## config.mk

```make
export PLATFORM = sky130hd
export DESIGN_NAME = zynq_pl_top
export DESIGN_NICKNAME = d
export VERILOG_FILES = /design/src/zynq_addr_pkg.sv /design/src/zynq_csr_pkg.sv /design/src/zynq_dram_req_if.sv /design/src/zynq_pl_top.sv /design/src/zynq_status_regs.sv /design/src/zynq_addr_xlate.sv /design/src/zynq_csr_regs.sv
export SDC_FILE = /design/constraint.sdc
export NUM_CORES = 1
export LEC_CHECK = 0
export ABC_AREA = 1
export BUFFER_PORTS_ARGS = -buffer_cell sky130_fd_sc_hd__buf_2
export CAP_MARGIN = 20
export CORE_AREA = 4 4 235 283
export DETAILED_ROUTE_END_ITERATION = 12
export DIE_AREA = 0 0 239 287
export SYNTH_ARGS = -nofsm -noshare
export SYNTH_HDL_FRONTEND = slang
export SYNTH_SLANG_ARGS = --single-unit
```

## constraint.sdc

```tcl
create_clock -name aclk -period 2.5 [get_ports aclk]
set_input_delay 0.5 -clock aclk [delete_from_list [all_inputs] [get_ports aclk]]
set_output_delay 0.5 -clock aclk [all_outputs]
set_load 0.01 [all_outputs]
```

## src/zynq_addr_pkg.sv

```systemverilog
package zynq_addr_pkg;

   // every address in the shell is this wide
   localparam int addr_width = 32;

   ////////////////////////////////////////
   // host window

   // addresses below the split land in core DRAM, the rest in local space
   localparam logic [addr_width-1:0] host_window_split = 32'h2000_0000;

   // start of DRAM in the core's address map
   localparam logic [addr_width-1:0] bp_dram_offset = 32'h8000_0000;

   // offset bits kept for the local range (256 MB)
   localparam int host_local_mask_width = 28;

   ////////////////////////////////////////
   // memory profiler

   // one mask bit per 8 MB region of the 1 GB window
   localparam int profiler_regions = 128;
   localparam int region_width = 7;

   // field widths of a core DRAM address
   localparam int dram_offset_width = 23;
   localparam int dram_spare_width = addr_width - region_width - dram_offset_width;

   // core DRAM address split into its fields
   typedef struct packed {
      logic [dram_spare_width-1:0]  spare;
      logic [region_width-1:0]      region;
      logic [dram_offset_width-1:0] offset;
   } bp_dram_addr_s;

   // the translator needs the flat word, the profiler only the region
   typedef union packed {
      logic [addr_width-1:0] word;
      bp_dram_addr_s         fields;
   } bp_dram_addr_u;

endpackage

```

## src/zynq_csr_pkg.sv

```systemverilog
package zynq_csr_pkg;

   ////////////////////////////////////////
   // host register port

   // width of one host register word
   localparam int csr_data_width = 32;

   // width of a register index on the host port
   localparam int csr_addr_width = 3;

   ////////////////////////////////////////
   // control registers, written by the host

   // bit 0 is the active-low system reset
   localparam logic [csr_addr_width-1:0] csr_ctrl_sys_reset = 3'd0;

   // bit 0 is the next tag bit, every write sends one bit
   localparam logic [csr_addr_width-1:0] csr_ctrl_bitbang = 3'd1;

   // base of the host DRAM region given to the core
   localparam logic [csr_addr_width-1:0] csr_ctrl_dram_base = 3'd2;

   localparam int num_ctrl_regs = 3;

   ////////////////////////////////////////
   // status registers, read by the host

   // four words of the memory profiler mask, word 0 holds regions 0..31
   localparam logic [csr_addr_width-1:0] csr_stat_profiler = 3'd0;

   // free-running cycle counter, low word first
   localparam logic [csr_addr_width-1:0] csr_stat_cycle = 3'd4;

   localparam int num_stat_regs = 6;

endpackage
```

## src/zynq_dram_req_if.sv

```systemverilog
// registered core-side DRAM requests, one write and one read channel
interface zynq_dram_req_if;

   import zynq_addr_pkg::*;

   // write channel
   logic          wr_v;
   bp_dram_addr_u wr_addr;

   // read channel
   logic          rd_v;
   bp_dram_addr_u rd_addr;

   // address translator, drives the requests
   modport xlate (
      output wr_v
      , output wr_addr
      , output rd_v
      , output rd_addr
   );

   // memory profiler, observes them
   modport profiler (
      input wr_v
      , input wr_addr
      , input rd_v
      , input rd_addr
   );

endinterface

```

## src/zynq_pl_top.sv

```systemverilog
module zynq_pl_top (
   input  logic                                      aclk
   , input  logic                                    arst_n_i

   // host register port
   , input  logic                                    csr_w_v_i
   , input  logic [zynq_csr_pkg::csr_addr_width-1:0] csr_w_addr_i
   , input  logic [zynq_csr_pkg::csr_data_width-1:0] csr_w_data_i
   , input  logic [zynq_csr_pkg::csr_addr_width-1:0] csr_r_addr_i
   , output logic [zynq_csr_pkg::csr_data_width-1:0] csr_r_data_o

   // system control
   , output logic                                    sys_reset_n_o
   , output logic                                    tag_ck_o
   , output logic                                    tag_data_o

   // host window
   , input  logic                                    host_v_i
   , input  logic [zynq_addr_pkg::addr_width-1:0]    host_addr_i
   , output logic                                    bp_v_o
   , output logic [zynq_addr_pkg::addr_width-1:0]    bp_addr_o

   // core DRAM requests in, host DRAM requests out
   , input  logic                                    dram_wr_v_i
   , input  logic [zynq_addr_pkg::addr_width-1:0]    dram_wr_addr_i
   , input  logic                                    dram_rd_v_i
   , input  logic [zynq_addr_pkg::addr_width-1:0]    dram_rd_addr_i
   , output logic                                    mem_wr_v_o
   , output logic [zynq_addr_pkg::addr_width-1:0]    mem_wr_addr_o
   , output logic                                    mem_rd_v_o
   , output logic [zynq_addr_pkg::addr_width-1:0]    mem_rd_addr_o
);

   import zynq_addr_pkg::*;

   logic [addr_width-1:0] dram_base;

   zynq_dram_req_if dram_req ();

   ////////////////////////////////////////
   // control registers

   zynq_csr_regs csr_regs_inst (
      .aclk            (aclk)
      , .arst_n_i      (arst_n_i)
      , .csr_w_v_i     (csr_w_v_i)
      , .csr_w_addr_i  (csr_w_addr_i)
      , .csr_w_data_i  (csr_w_data_i)
      , .sys_reset_n_o (sys_reset_n_o)
      , .dram_base_o   (dram_base)
      , .tag_ck_o      (tag_ck_o)
      , .tag_data_o    (tag_data_o)
   );

   ////////////////////////////////////////
   // address translation

   zynq_addr_xlate addr_xlate_inst (
      .aclk             (aclk)
      , .arst_n_i       (arst_n_i)
      , .host_v_i       (host_v_i)
      , .host_addr_i    (host_addr_i)
      , .dram_base_i    (dram_base)
      , .dram_wr_v_i    (dram_wr_v_i)
      , .dram_wr_addr_i (dram_wr_addr_i)
      , .dram_rd_v_i    (dram_rd_v_i)
      , .dram_rd_addr_i (dram_rd_addr_i)
      , .bp_v_o         (bp_v_o)
      , .bp_addr_o      (bp_addr_o)
      , .mem_wr_v_o     (mem_wr_v_o)
      , .mem_wr_addr_o  (mem_wr_addr_o)
      , .mem_rd_v_o     (mem_rd_v_o)
      , .mem_rd_addr_o  (mem_rd_addr_o)
      , .dram_req       (dram_req.xlate)
   );

   ////////////////////////////////////////
   // profiler, counter and readback

   zynq_status_regs status_regs_inst (
      .aclk            (aclk)
      , .arst_n_i      (arst_n_i)
      , .sys_reset_n_i (sys_reset_n_o)
      , .dram_req      (dram_req.profiler)
      , .csr_r_addr_i  (csr_r_addr_i)
      , .csr_r_data_o  (csr_r_data_o)
   );

endmodule

```

## src/zynq_status_regs.sv

```systemverilog
module zynq_status_regs (
   input  logic                                      aclk
   , input  logic                                    arst_n_i
   , input  logic                                    sys_reset_n_i

   // core DRAM requests to profile
   , zynq_dram_req_if.profiler                       dram_req

   // host read port
   , input  logic [zynq_csr_pkg::csr_addr_width-1:0] csr_r_addr_i
   , output logic [zynq_csr_pkg::csr_data_width-1:0] csr_r_data_o
);

   import zynq_csr_pkg::*;
   import zynq_addr_pkg::*;

   logic [profiler_regions-1:0]                  mask_r;
   logic [profiler_regions-1:0]                  mask_set;
   logic [2*csr_data_width-1:0]                  cycle_r;
   logic [num_stat_regs-1:0][csr_data_width-1:0] stat_words;
   logic [csr_data_width-1:0]                    r_data_r;

   ////////////////////////////////////////
   // memory profiler

   // a write and a read may hit two regions in the same cycle
   always_comb begin
      mask_set = '0;
      if (dram_req.wr_v) begin
         mask_set[dram_req.wr_addr.fields.region] = 1'b1;
      end
      if (dram_req.rd_v) begin
         mask_set[dram_req.rd_addr.fields.region] = 1'b1;
      end
   end

   always_ff @(posedge aclk or negedge arst_n_i) begin
      if (!arst_n_i) begin
         mask_r <= '0;
      end else begin
         mask_r <= mask_r | mask_set;
      end
   end

   ////////////////////////////////////////
   // cycle counter

   // counts only while the system runs
   always_ff @(posedge aclk or negedge arst_n_i) begin
      if (!arst_n_i) begin
         cycle_r <= '0;
      end else if (!sys_reset_n_i) begin
         cycle_r <= '0;
      end else begin
         cycle_r <= cycle_r + 1'b1;
      end
   end

   ////////////////////////////////////////
   // readback

   always_comb begin
      stat_words[csr_stat_profiler +: profiler_regions/csr_data_width] = mask_r;
      stat_words[csr_stat_cycle +: 2] = cycle_r;
   end

   always_ff @(posedge aclk or negedge arst_n_i) begin
      if (!arst_n_i) begin
         r_data_r <= '0;
      end else if (csr_r_addr_i < num_stat_regs) begin
         r_data_r <= stat_words[csr_r_addr_i];
      end else begin
         // holes in the map read as zero
         r_data_r <= '0;
      end
   end

   assign csr_r_data_o = r_data_r;

   ////////////////////////////////////////
   // checks

   // profiler bits are sticky, only the async reset clears them
   mask_sticky_a: assert property (
      @(posedge aclk) disable iff (!arst_n_i)
      (mask_r & $past(mask_r)) == $past(mask_r)
   ) else $error("profiler mask lost a bit");

endmodule

```

## src/zynq_addr_xlate.sv

```systemverilog
module zynq_addr_xlate (
   input  logic                                    aclk
   , input  logic                                  arst_n_i

   // host window into the core
   , input  logic                                  host_v_i
   , input  logic [zynq_addr_pkg::addr_width-1:0]  host_addr_i
   , input  logic [zynq_addr_pkg::addr_width-1:0]  dram_base_i

   // core DRAM requests
   , input  logic                                  dram_wr_v_i
   , input  zynq_addr_pkg::bp_dram_addr_u          dram_wr_addr_i
   , input  logic                                  dram_rd_v_i
   , input  zynq_addr_pkg::bp_dram_addr_u          dram_rd_addr_i

   // translated host access, core address map
   , output logic                                  bp_v_o
   , output logic [zynq_addr_pkg::addr_width-1:0]  bp_addr_o

   // translated DRAM requests, host DRAM region
   , output logic                                  mem_wr_v_o
   , output logic [zynq_addr_pkg::addr_width-1:0]  mem_wr_addr_o
   , output logic                                  mem_rd_v_o
   , output logic [zynq_addr_pkg::addr_width-1:0]  mem_rd_addr_o

   // core-side copy for the profiler
   , zynq_dram_req_if.xlate                        dram_req
);

   import zynq_addr_pkg::*;

   // host window 0x0000_0000..0x1fff_ffff maps to core DRAM,
   // 0x2000_0000 and up folds down onto the core's local space
   function automatic logic [addr_width-1:0] host_xlate(input logic [addr_width-1:0] addr);
      logic [addr_width-1:0] res;
      if (addr < host_window_split) begin
         res = addr + bp_dram_offset;
      end else begin
         res = {{(addr_width-host_local_mask_width){1'b0}},
                addr[host_local_mask_width-1:0]};
      end
      return res;
   endfunction

   // strip the core DRAM base with an xor, then move into the host region
   function automatic logic [addr_width-1:0] dram_xlate(
      input bp_dram_addr_u         addr,
      input logic [addr_width-1:0] base
   );
      return (addr.word ^ bp_dram_offset) + base;
   endfunction

   logic                  bp_v_r;
   logic [addr_width-1:0] bp_addr_r;
   logic                  wr_v_r;
   logic                  rd_v_r;
   logic [addr_width-1:0] mem_wr_addr_r;
   logic [addr_width-1:0] mem_rd_addr_r;
   bp_dram_addr_u         core_wr_addr_r;
   bp_dram_addr_u         core_rd_addr_r;

   ////////////////////////////////////////
   // request valids

   always_ff @(posedge aclk or negedge arst_n_i) begin
      if (!arst_n_i) begin
         bp_v_r <= 1'b0;
         wr_v_r <= 1'b0;
         rd_v_r <= 1'b0;
      end else begin
         bp_v_r <= host_v_i;
         wr_v_r <= dram_wr_v_i;
         rd_v_r <= dram_rd_v_i;
      end
   end

   ////////////////////////////////////////
   // translated addresses

   always_ff @(posedge aclk) begin
      if (host_v_i) begin
         bp_addr_r <= host_xlate(host_addr_i);
      end
      if (dram_wr_v_i) begin
         mem_wr_addr_r  <= dram_xlate(dram_wr_addr_i, dram_base_i);
         core_wr_addr_r <= dram_wr_addr_i;
      end
      if (dram_rd_v_i) begin
         mem_rd_addr_r  <= dram_xlate(dram_rd_addr_i, dram_base_i);
         core_rd_addr_r <= dram_rd_addr_i;
      end
   end

   assign bp_v_o        = bp_v_r;
   assign bp_addr_o     = bp_addr_r;
   assign mem_wr_v_o    = wr_v_r;
   assign mem_wr_addr_o = mem_wr_addr_r;
   assign mem_rd_v_o    = rd_v_r;
   assign mem_rd_addr_o = mem_rd_addr_r;

   // profiler sees the untranslated address in the same cycle
   assign dram_req.wr_v    = wr_v_r;
   assign dram_req.wr_addr = core_wr_addr_r;
   assign dram_req.rd_v    = rd_v_r;
   assign dram_req.rd_addr = core_rd_addr_r;

   ////////////////////////////////////////
   // checks

   bp_v_a: assert property (
      @(posedge aclk) disable iff (!arst_n_i)
      bp_v_o |-> $past(host_v_i)
   ) else $error("host window output without a request");

   mem_v_a: assert property (
      @(posedge aclk) disable iff (!arst_n_i)
      (mem_wr_v_o |-> $past(dram_wr_v_i)) and (mem_rd_v_o |-> $past(dram_rd_v_i))
   ) else $error("DRAM output without a core request");

endmodule

```

## src/zynq_csr_regs.sv

```systemverilog
module zynq_csr_regs (
   input  logic                                   aclk
   , input  logic                                 arst_n_i

   // host write strobe
   , input  logic                                 csr_w_v_i
   , input  logic [zynq_csr_pkg::csr_addr_width-1:0] csr_w_addr_i
   , input  logic [zynq_csr_pkg::csr_data_width-1:0] csr_w_data_i

   // control outputs
   , output logic                                 sys_reset_n_o
   , output logic [zynq_addr_pkg::addr_width-1:0] dram_base_o
   , output logic                                 tag_ck_o
   , output logic                                 tag_data_o
);

   import zynq_csr_pkg::*;
   import zynq_addr_pkg::*;

   logic                  sys_reset_n_r;
   logic [addr_width-1:0] dram_base_r;
   logic                  tag_ck_r;
   logic                  tag_data_r;

   ////////////////////////////////////////
   // write decode

   always_ff @(posedge aclk or negedge arst_n_i) begin
      if (!arst_n_i) begin
         // system comes up held in reset until the host releases it
         sys_reset_n_r <= 1'b0;
         dram_base_r   <= '0;
         tag_ck_r      <= 1'b0;
         tag_data_r    <= 1'b0;
      end else if (csr_w_v_i) begin
         case (csr_w_addr_i)
            csr_ctrl_sys_reset: begin
               sys_reset_n_r <= csr_w_data_i[0];
            end
            csr_ctrl_bitbang: begin
               // data and clock move together, the tag master samples
               // on either edge of tag_ck
               tag_data_r <= csr_w_data_i[0];
               tag_ck_r   <= ~tag_ck_r;
            end
            csr_ctrl_dram_base: begin
               dram_base_r <= csr_w_data_i[addr_width-1:0];
            end
            default: begin
            end
         endcase
      end
   end

   assign sys_reset_n_o = sys_reset_n_r;
   assign dram_base_o   = dram_base_r;
   assign tag_ck_o      = tag_ck_r;
   assign tag_data_o    = tag_data_r;

   ////////////////////////////////////////
   // checks

   // host software only knows the three control registers
   ctrl_idx_a: assert property (
      @(posedge aclk) disable iff (!arst_n_i)
      csr_w_v_i |-> (csr_w_addr_i < num_ctrl_regs)
   ) else $error("write to control index %0d outside the map", csr_w_addr_i);

endmodule

```

==> run metrics, run 1 <==
class of the worst hold path input port to flop; via count 19,200; Required @ worst endpoint 2820 ps; DIE WIDTH approximately 240 um; clk_lat worst skew 580 ps; Clock Skew 27.9 ps; non-filler cells in the finished layout 3,979; FMAX 448 MHz; critical path arrival 2550 ps; synth warn 0; IR drop worst, VDD 0.000624 V; Synth Area per Inst 7.67 um^2; synthesized area 21,500 um^2; CORE AREA 63,900 um^2; Cells after DPL 3,889; H-tree depth 2; CP Capture Type flop; Startpoint Class flop; Longest Clk Path Bufs 3; DRC violations left 0; # Post-CTS Setup Buffers 0; first-pass GRT wire length 111,000 um; EDFF count, synth 110; Unique masters post-synth 48; fin util 0.400; period utilization 0.893; unrepaired setup endpoints after global routing no; vias in the first global route just under 20,000; Via density 4.81; Pleak about 13 nW; Slew @ Worst Pin 757 ps; worst setup path class flop to flop; IO Count 274; largest net degree at the start of global routing 60; hold slack between 100 and 150 ps; Synth Flop Type dfrtp_1; initial drt markers 1,403; post-route ant nets 0; DP Wirelength 56,900 um; Seq/Total Area, Yosys 0.459; count of state elements after synthesis ~370; CTS tree built; final hold vios 0; first drt pass iteration count 6; total negative setup slack 0 ps; clk sinks between 300 and 400; fraction of layout cells with a size suffix above 1 0.152; # nets final 3,308; WL/cell around 18 um; CP max FO 4; Post-Layout Inst Area 25,500 um^2; Die Y 287 um; All-Layer GR Usage 0.209; outcome complete, no violations; Async S/R FF share, synth 0.704; Initial Util 0.336; grt total ovfl 0; clk slew on worst S/H paths ~60 ps; Slew headroom 0.494; max cap viols 0; CTS root buf clkbuf_16; placed instance area roughly 24,000 um^2; Total Routed Length 72,900 um; GP Congestion 0.955; Num CTS Buffers 43; initial antenna violation count 26; number of port buffers ~270; Mapped Cells 2,801; final setup fails 0; PD cells 794 nW/um^2; min cycle time layout roughly 2200 ps; Final Slew Violations 0; area delta synth->final 19.0%; row cnt 102; DIE AREA 68,600 um^2
## state kept, by name (all words and copies together), names as in the netlist
name                              count
status_regs_inst.mask_r             128
csr_regs_inst.sys_reset_n_o           1
csr_regs_inst.tag_data_o              1
addr_xlate_inst.mem_rd_addr_o        32
addr_xlate_inst.bp_addr_o            32
csr_regs_inst.dram_base_o            32
csr_regs_inst.tag_ck_o                1
addr_xlate_inst.dram_req.rd_addr      7
status_regs_inst.cycle_r             64
addr_xlate_inst.dram_req.wr_v         1
addr_xlate_inst.dram_req.wr_addr      7
status_regs_inst.csr_r_data_o        32
addr_xlate_inst.bp_v_o                1
addr_xlate_inst.dram_req.rd_v         1
addr_xlate_inst.mem_wr_addr_o        32
## layout make-up
cell class | count | area [um^2]
Clock buffer | 67 | 1340
Sequential cell | 372 | 9860
Multi-Input combinational cell | 2008 | 9960
Clock inverter | 11 | 87.6
Fill cell | 6705 | 38400
Tap cell | 832 | 1040
Timing Repair Buffer | 324 | 1900
Inverter | 354 | 1330
Antenna cell | 11 | 27.5
## where the power goes
part	internal, mW	switching (mW)
Clock	3.80	2.65
Combinational	1.97	3.55
Sequential	7.64	0.664
Total	13.4	6.87
## layer usage
layer  track usage  vias to the layer above  share of wire
met5             0                        -         0.0021
met4        0.0769                       26          0.040
met3        0.0513                      169          0.063
met2         0.383                      553           0.51
met1         0.234                     8814           0.38
li1              -                     9588              -
## worst max-delay path: stages (launching register included)
cell     delay (ps)
dfrtp_1         460
ha_1            280
fa_1            420
nand3_1         100
nand3_1         100
nand2_1          80
nand2_1         110
nand2_1          80
nand2_1          90
nand2_1         100
nand2_1          50
nand2_1          50
nand2_1          40
## cells by family (layout without fill, tap and decap cells)
group / after synthesis / after routing / synth area share
xor+xnor: 59 / 59 / 0.0241
buf+inv: 422 / 756 / 0.0776
simple gates: 1531 / 1531 / 0.304
other cells: 1 / 13 / 0.000175
flops: 372 / 372 / 0.459
compound gates: 320 / 320 / 0.0807
mux: 31 / 31 / 0.0163
fa+ha+maj: 65 / 65 / 0.0386
## what timing repair did
item	in CTS	in global routing
hold buffers	1	0
hold endpoints to repair	53	0
resized for setup	0	1
setup endpoints to repair	0	2
## Yosys cell counts, drive strengths merged, types with 33 or more instances
library cell	instances	area, um^2
nand2	991	3750
ha	63	788
o21ai	122	611
nor2	304	1210
a21oi	140	701
edfxtp	110	3300
nand3	142	721
inv	353	1330
buf	35	213
clkbuf	33	124
nor3	38	231
xor2	49	429
dfrtp	262	6560
## per-stage QoR
| step | setup WS (ps) | power [mW] |
|---|---|---|
| finish | 268 | 20.3 |
| floorplan | 417 | 11.8 |
| detailed placement | 123 | 14.0 |
| global placement | 158 | 13.9 |
| global route | 60.9 | 21.5 |
| CTS | 238 | 20.5 |
## worst paths after layout
path	cells after the start	endpoint	startpoint	slack, ps
setup / recovery	12	addr_xlate_inst.mem_wr_addr_o[28]	csr_regs_inst.dram_base_o[0]	270
hold / removal	1	addr_xlate_inst.bp_addr_o[14]	host_addr_i[14]	110
setup reg to reg	12	addr_xlate_inst.mem_wr_addr_o[28]	csr_regs_inst.dram_base_o[0]	270
hold reg to reg	2	status_regs_inst.mask_r[5]	status_regs_inst.mask_r[5]	450
max in group asynchronous	3	csr_regs_inst.dram_base_o[12]	arst_n_i	1320
min in group asynchronous	2	addr_xlate_inst.bp_v_o	arst_n_i	450
## layout by cell type (no fill, tap or decap), drive strengths merged, types with 3 or more instances in the layout
cell | netlist | layout
clkinv | 1 | 9
a21oi | 140 | 140
nor3b | 3 | 3
clkbuf | 33 | 67
buf | 35 | 323
o41ai | 7 | 7
nand4 | 24 | 24
o22ai | 16 | 16
xor2 | 49 | 49
nor4 | 18 | 18
mux2 | 31 | 31
nand3 | 142 | 142
diode | 0 | 11
edfxtp | 110 | 110
dfrtp | 262 | 262
o211ai | 25 | 25
inv | 353 | 354
o21bai | 4 | 4
and2 | 4 | 4
nand2 | 991 | 991
xnor2 | 10 | 10
ha | 63 | 63
nor3 | 38 | 38
nor2 | 304 | 304
nand3b | 6 | 6
o21ai | 122 | 122
Note: power is estimated with default switching activity, not from simulation.
==> run 2: changes to the inputs <==
--- a/config.mk
+++ b/config.mk
@@ -11,6 +11,7 @@
 export CORE_AREA = 4 4 235 283
 export DETAILED_ROUTE_END_ITERATION = 12
 export DIE_AREA = 0 0 239 287
+export RECOVER_POWER = 50
 export SYNTH_ARGS = -nofsm -noshare
 export SYNTH_HDL_FRONTEND = slang
 export SYNTH_SLANG_ARGS = --single-unit
==> run metrics, run 2 (synthesized netlist as in run 1, its figures left out) <==
clk slew on worst S/H paths roughly 60 ps; unrepaired setup endpoints after global routing no; Clock Skew 28.2 ps; initial antenna violation count 25; final setup fails 0; WL/cell 18.3 um; min cycle time layout 2360 ps; Startpoint Class flop; outcome finished, violations left; clk_lat worst skew 580 ps; delay-heaviest family, CP buffers and inverters; Slew @ Worst Pin 1800 ps; CP max FO 15; grt total ovfl 0; FMAX 423 MHz; DP Wirelength about 57,000 um; CP Capture Type output port; Tot Pwr ~20 mW; max cap viols 4; Comb power frac 0.272; Reg power frac 0.410; final hold vios 0; DP Worst Slack 123 ps; Pint between 10 and 15 mW; switch share 0.339; # nets final 3,308; All-Layer GR Usage 0.209; Required @ worst endpoint 2000 ps; H-tree depth 2; Reg2Reg Setup Slack 270 ps; worst setup path class flop to output port; DIE WIDTH between 200 and 250 um; GP Congestion between 0.9 and 1; Slew headroom -0.198; row cnt 102; CTS tree built; vias in the first global route just under 20,000; PD cells 796 nW/um^2; period utilization 0.945; critical path cell sequence clkbuf_1 -> buf_2; first-pass GRT wire length approximately 110,000 um; Num CTS Buffers 43; total negative setup slack 0 ps; CP max stage cell clkbuf_1; Post-Layout Inst Area 25,400 um^2; IO Count 274; Total Routed Length 73,000 um; # Post-CTS Setup Buffers 0; DRC violations left 0; post-route ant nets 0; via count 19,200; Psw 6.87 mW; Via density 4.82; clk sinks 372; area delta synth->final 18.5%; fraction of layout cells with a size suffix above 1 0.145; initial drt markers 1,408; Biggest register status_regs_inst.mask_r; non-filler cells in the finished layout approximately 4,000; Largest stage delay, worst path between 600 and 700 ps; number of flip-flops in the largest register 128; Top Registers status_regs_inst.mask_r (128), status_regs_inst.cycle_r (64); Initial Util 0.336; clock network power share 0.318; IR drop worst, VDD around 0.00062 V; number of port buffers around 270; critical path arrival approximately 1900 ps; Pleak 12.4 nW; most common cell after layout, fill and taps aside nand2_1; CTS root buf clkbuf_16; Final Slew Violations 156; PnR worst setup slack ~140 ps; Longest Clk Path Bufs 3; Cells after DPL 3,889; CORE AREA 63,900 um^2; placed instance area 24,100 um^2; DIE AREA 68,600 um^2; violated checks capacitance limit, slew limit; class of the worst hold path input port to flop; first drt pass iteration count 8; largest net degree at the start of global routing 60; crit path buf inv count 2; most frequent cells in the layout nand2_1, inv_1, nor2_1, dfrtp_1, buf_2; Die Y 287 um
## run 2: per-stage QoR
step | hold WS (ps) | util
6_report | 108 | 0.398
5_1_grt | 83.0 | 0.397
4_1_cts | 70.5 | 0.399
3_5_place_dp | 441 | 0.377
3_3_place_gp | 436 | 0.377
2_1_floorplan | 204 | -
## run 2: layout make-up
class | count | area, um^2
fill | 6731 | 38500
multi-input combinational | 2008 | 9960
sequential | 372 | 9860
timing repair buffer | 324 | 1800
clock buffer | 67 | 1340
inverter | 354 | 1330
tap | 832 | 1040
clock inverter | 11 | 87.6
antenna | 13 | 32.5
## run 2: worst paths after layout
| check | start | to | cells after the start |
|---|---|---|---|
| min in group asynchronous | arst_n_i | addr_xlate_inst.bp_v_o | 2 |
| worst min-delay path | host_addr_i[14] | addr_xlate_inst.bp_addr_o[14] | 1 |
| worst max register to register | csr_regs_inst.dram_base_o[0] | addr_xlate_inst.mem_wr_addr_o[28] | 12 |
| max in group asynchronous | arst_n_i | status_regs_inst.mask_r[85] | 3 |
| worst min register to register | status_regs_inst.mask_r[79] | status_regs_inst.mask_r[79] | 2 |
| worst max-delay path | csr_regs_inst.sys_reset_n_o | sys_reset_n_o | 2 |
## run 2: timing repair
action	4_1_cts	5_1_grt
endpoints found under the setup margin	0	2
hold endpoints to repair	53	0
hold buffers	1	0
resized for setup	0	1
## run 2: layer usage
metal / vias to the layer above / global-route usage / wire length [um]
met5: - / 0 / 149
met4: 26 / 0.0769 / 2800
met3: 165 / 0.0513 / 4850
met2: 555 / 0.383 / 37500
met1: 8837 / 0.234 / 27700
li1: 9588 / - / -
## run 2: power groups by stage
stage          combinational [mW]  sequential [mW]  clock, mW
6_report                     5.51             8.31       6.45
3_5_place_dp                 5.56             8.42          0
3_3_place_gp                 5.51             8.42          0
2_1_floorplan                3.39             8.37          0
5_1_grt                      6.26             8.43       6.85
4_1_cts                      5.58             8.33       6.61
## run 2: worst register-to-register path: cells and delay by family (launching register included)
family | cells | cell delay, ps
adder cells (fa/ha/maj) | 2 | 710
flip-flops | 1 | 470
AND/OR/NAND/NOR | 10 | 800
==> run 3: changes to the inputs <==
==> constraint.sdc (replaced) <==
create_clock -name aclk -period 2.5 [get_ports aclk]
set_input_delay 0.125 -clock aclk [delete_from_list [all_inputs] [get_ports aclk]]
set_output_delay 0.125 -clock aclk [all_outputs]
set_load 0.01 [all_outputs]
==> run metrics, run 3 (synthesized netlist as in run 1, its figures left out) <==
most common cell after layout, fill and taps aside nand2_1; largest net degree at the start of global routing 74; DP Worst Slack about 220 ps; Startpoint Class flop; CP Capture Type flop; DIE AREA 68,600 um^2; Die Y between 200 and 300 um; clk sinks 372; CORE AREA ~64,000 um^2; Final Slew Violations 187; IO Count 274; period utilization 0.904; CTS tree built; WL/cell 18.0 um; final hold vios 0; min cycle time layout 2260 ps; Longest Clk Path Bufs 3; DIE WIDTH 239 um; area delta synth->final 22.6%; Fillers roughly 6,600; grt total ovfl 0; Cells after DPL 3,890; PnR worst setup slack 239 ps; # nets final 3,399; final setup fails 0; Via density 4.80; clk_lat worst skew 580 ps; Num CTS Buffers 44; most frequent cells in the layout nand2_1, inv_1, nor2_1, dfrtp_1, buf_2; CP max FO 4; non-filler cells in the finished layout 4,066; vias in the first global route 19,400; fraction of layout cells with a size suffix above 1 0.142; All-Layer GR Usage 0.208; clk slew on worst S/H paths 60 ps; H-tree depth 2; fin util 0.412; via count between 15,000 and 20,000; PD cells 776 nW/um^2; max cap viols 4; total negative setup slack 0 ps; critical path cell sequence ha_1 -> fa_1 -> nand3_1 -> nand3_1 -> nand2_1 -> nand2_1 -> nand2_1 -> nand2_1 -> nand2_1 -> nand2_1 -> nand2_1 -> nand2_1; CTS root buf clkbuf_16; Pleak 12.8 nW; CP max stage cell fa_1; post-route ant nets 0; FMAX 442 MHz; initial antenna violation count 7; Biggest register status_regs_inst.mask_r; DP Wirelength between 50,000 and 60,000 um; number of flip-flops in the largest register 128; initial drt markers 1,217; worst setup path class flop to flop; first drt pass iteration count 6; IR drop worst, VDD 0.000503 V; class of the worst hold path input port to flop; # Post-CTS Setup Buffers 0; outcome finished, violations left; Clock Skew 18.4 ps; Initial Util 0.336; Slew headroom -0.649; critical path arrival 2600 ps; Tot Pwr 20.4 mW; GP Congestion 0.955; unrepaired setup endpoints after global routing no; violated checks capacitance limit, slew limit; DRC violations left 0; Required @ worst endpoint 2840 ps; most used cell, CP nand2_1; Top Registers status_regs_inst.mask_r (128), status_regs_inst.cycle_r (64); Slew @ Worst Pin 2470 ps; Total Routed Length 73,000 um; first-pass GRT wire length 111,000 um; number of port buffers 273; Largest stage delay, worst path approximately 470 ps; row cnt 102
## run 3: repair_timing
action	in CTS	in global routing
hold buffers	90	0
resized for setup	0	0
endpoints found under the hold margin	189	0
## run 3: path summary, 6_finish.rpt
kind	from	endpoint	slack (ps)	cells past startpoint
max reg2reg	csr_regs_inst.dram_base_o[0]	addr_xlate_inst.mem_rd_addr_o[20]	240	12
min reg2reg	status_regs_inst.mask_r[6]	status_regs_inst.mask_r[6]	450	2
max	csr_regs_inst.dram_base_o[0]	addr_xlate_inst.mem_rd_addr_o[20]	240	12
max in group asynchronous	arst_n_i	status_regs_inst.mask_r[69]	420	3
min	csr_w_v_i	csr_regs_inst.tag_ck_o	40	5
min in group asynchronous	arst_n_i	status_regs_inst.csr_r_data_o[2]	640	2
## run 3: worst max-delay path: cells and delay by family, from the launching register on
kind                       cells  cell delay, ps
adders and majority gates      2             720
DFF                            1             440
and+or+nand+nor               10             870
## run 3: layer usage
layer | wire length (um) | vias up | GRT usage
li1 | - | 9754 | -
met1 | 28800 | 9052 | 0.243
met2 | 37200 | 568 | 0.381
met3 | 4180 | 135 | 0.0412
met4 | 2810 | 4 | 0.0716
met5 | 26 | - | 0
## run 3: per-stage QoR
| stage | hold WS, ps | instance area (um^2) |
|---|---|---|
| after detailed placement | 157 | 24000 |
| final | 43.7 | 26300 |
| after global routing | 23.4 | 26300 |
| after floorplan | -171 | 21500 |
| after CTS | 5.07 | 26400 |
| after global placement | 162 | 24000 |
## run 3: power breakdown
part | switching [mW] | total, mW | internal (mW) | leakage, nW
clock | 2.72 | 6.53 | 3.81 | 0.713
combinational | 3.55 | 5.58 | 2.03 | 7.68
sequential | 0.676 | 8.32 | 7.64 | 4.45
total | 6.94 | 20.4 | 13.5 | 12.8
## run 3: area by class of cell
type / instances / area (um^2) / area share
diodes: 5 / 12.5 / 0.000475
clock buffers: 63 / 1290 / 0.0489
clock inverters: 18 / 156 / 0.00594
inverters: 354 / 1330 / 0.0505
multi-input cells: 2008 / 9950 / 0.378
flip-flops and latches: 372 / 9860 / 0.374
well taps: 832 / 1040 / 0.0395
repair buffers: 414 / 2690 / 0.102
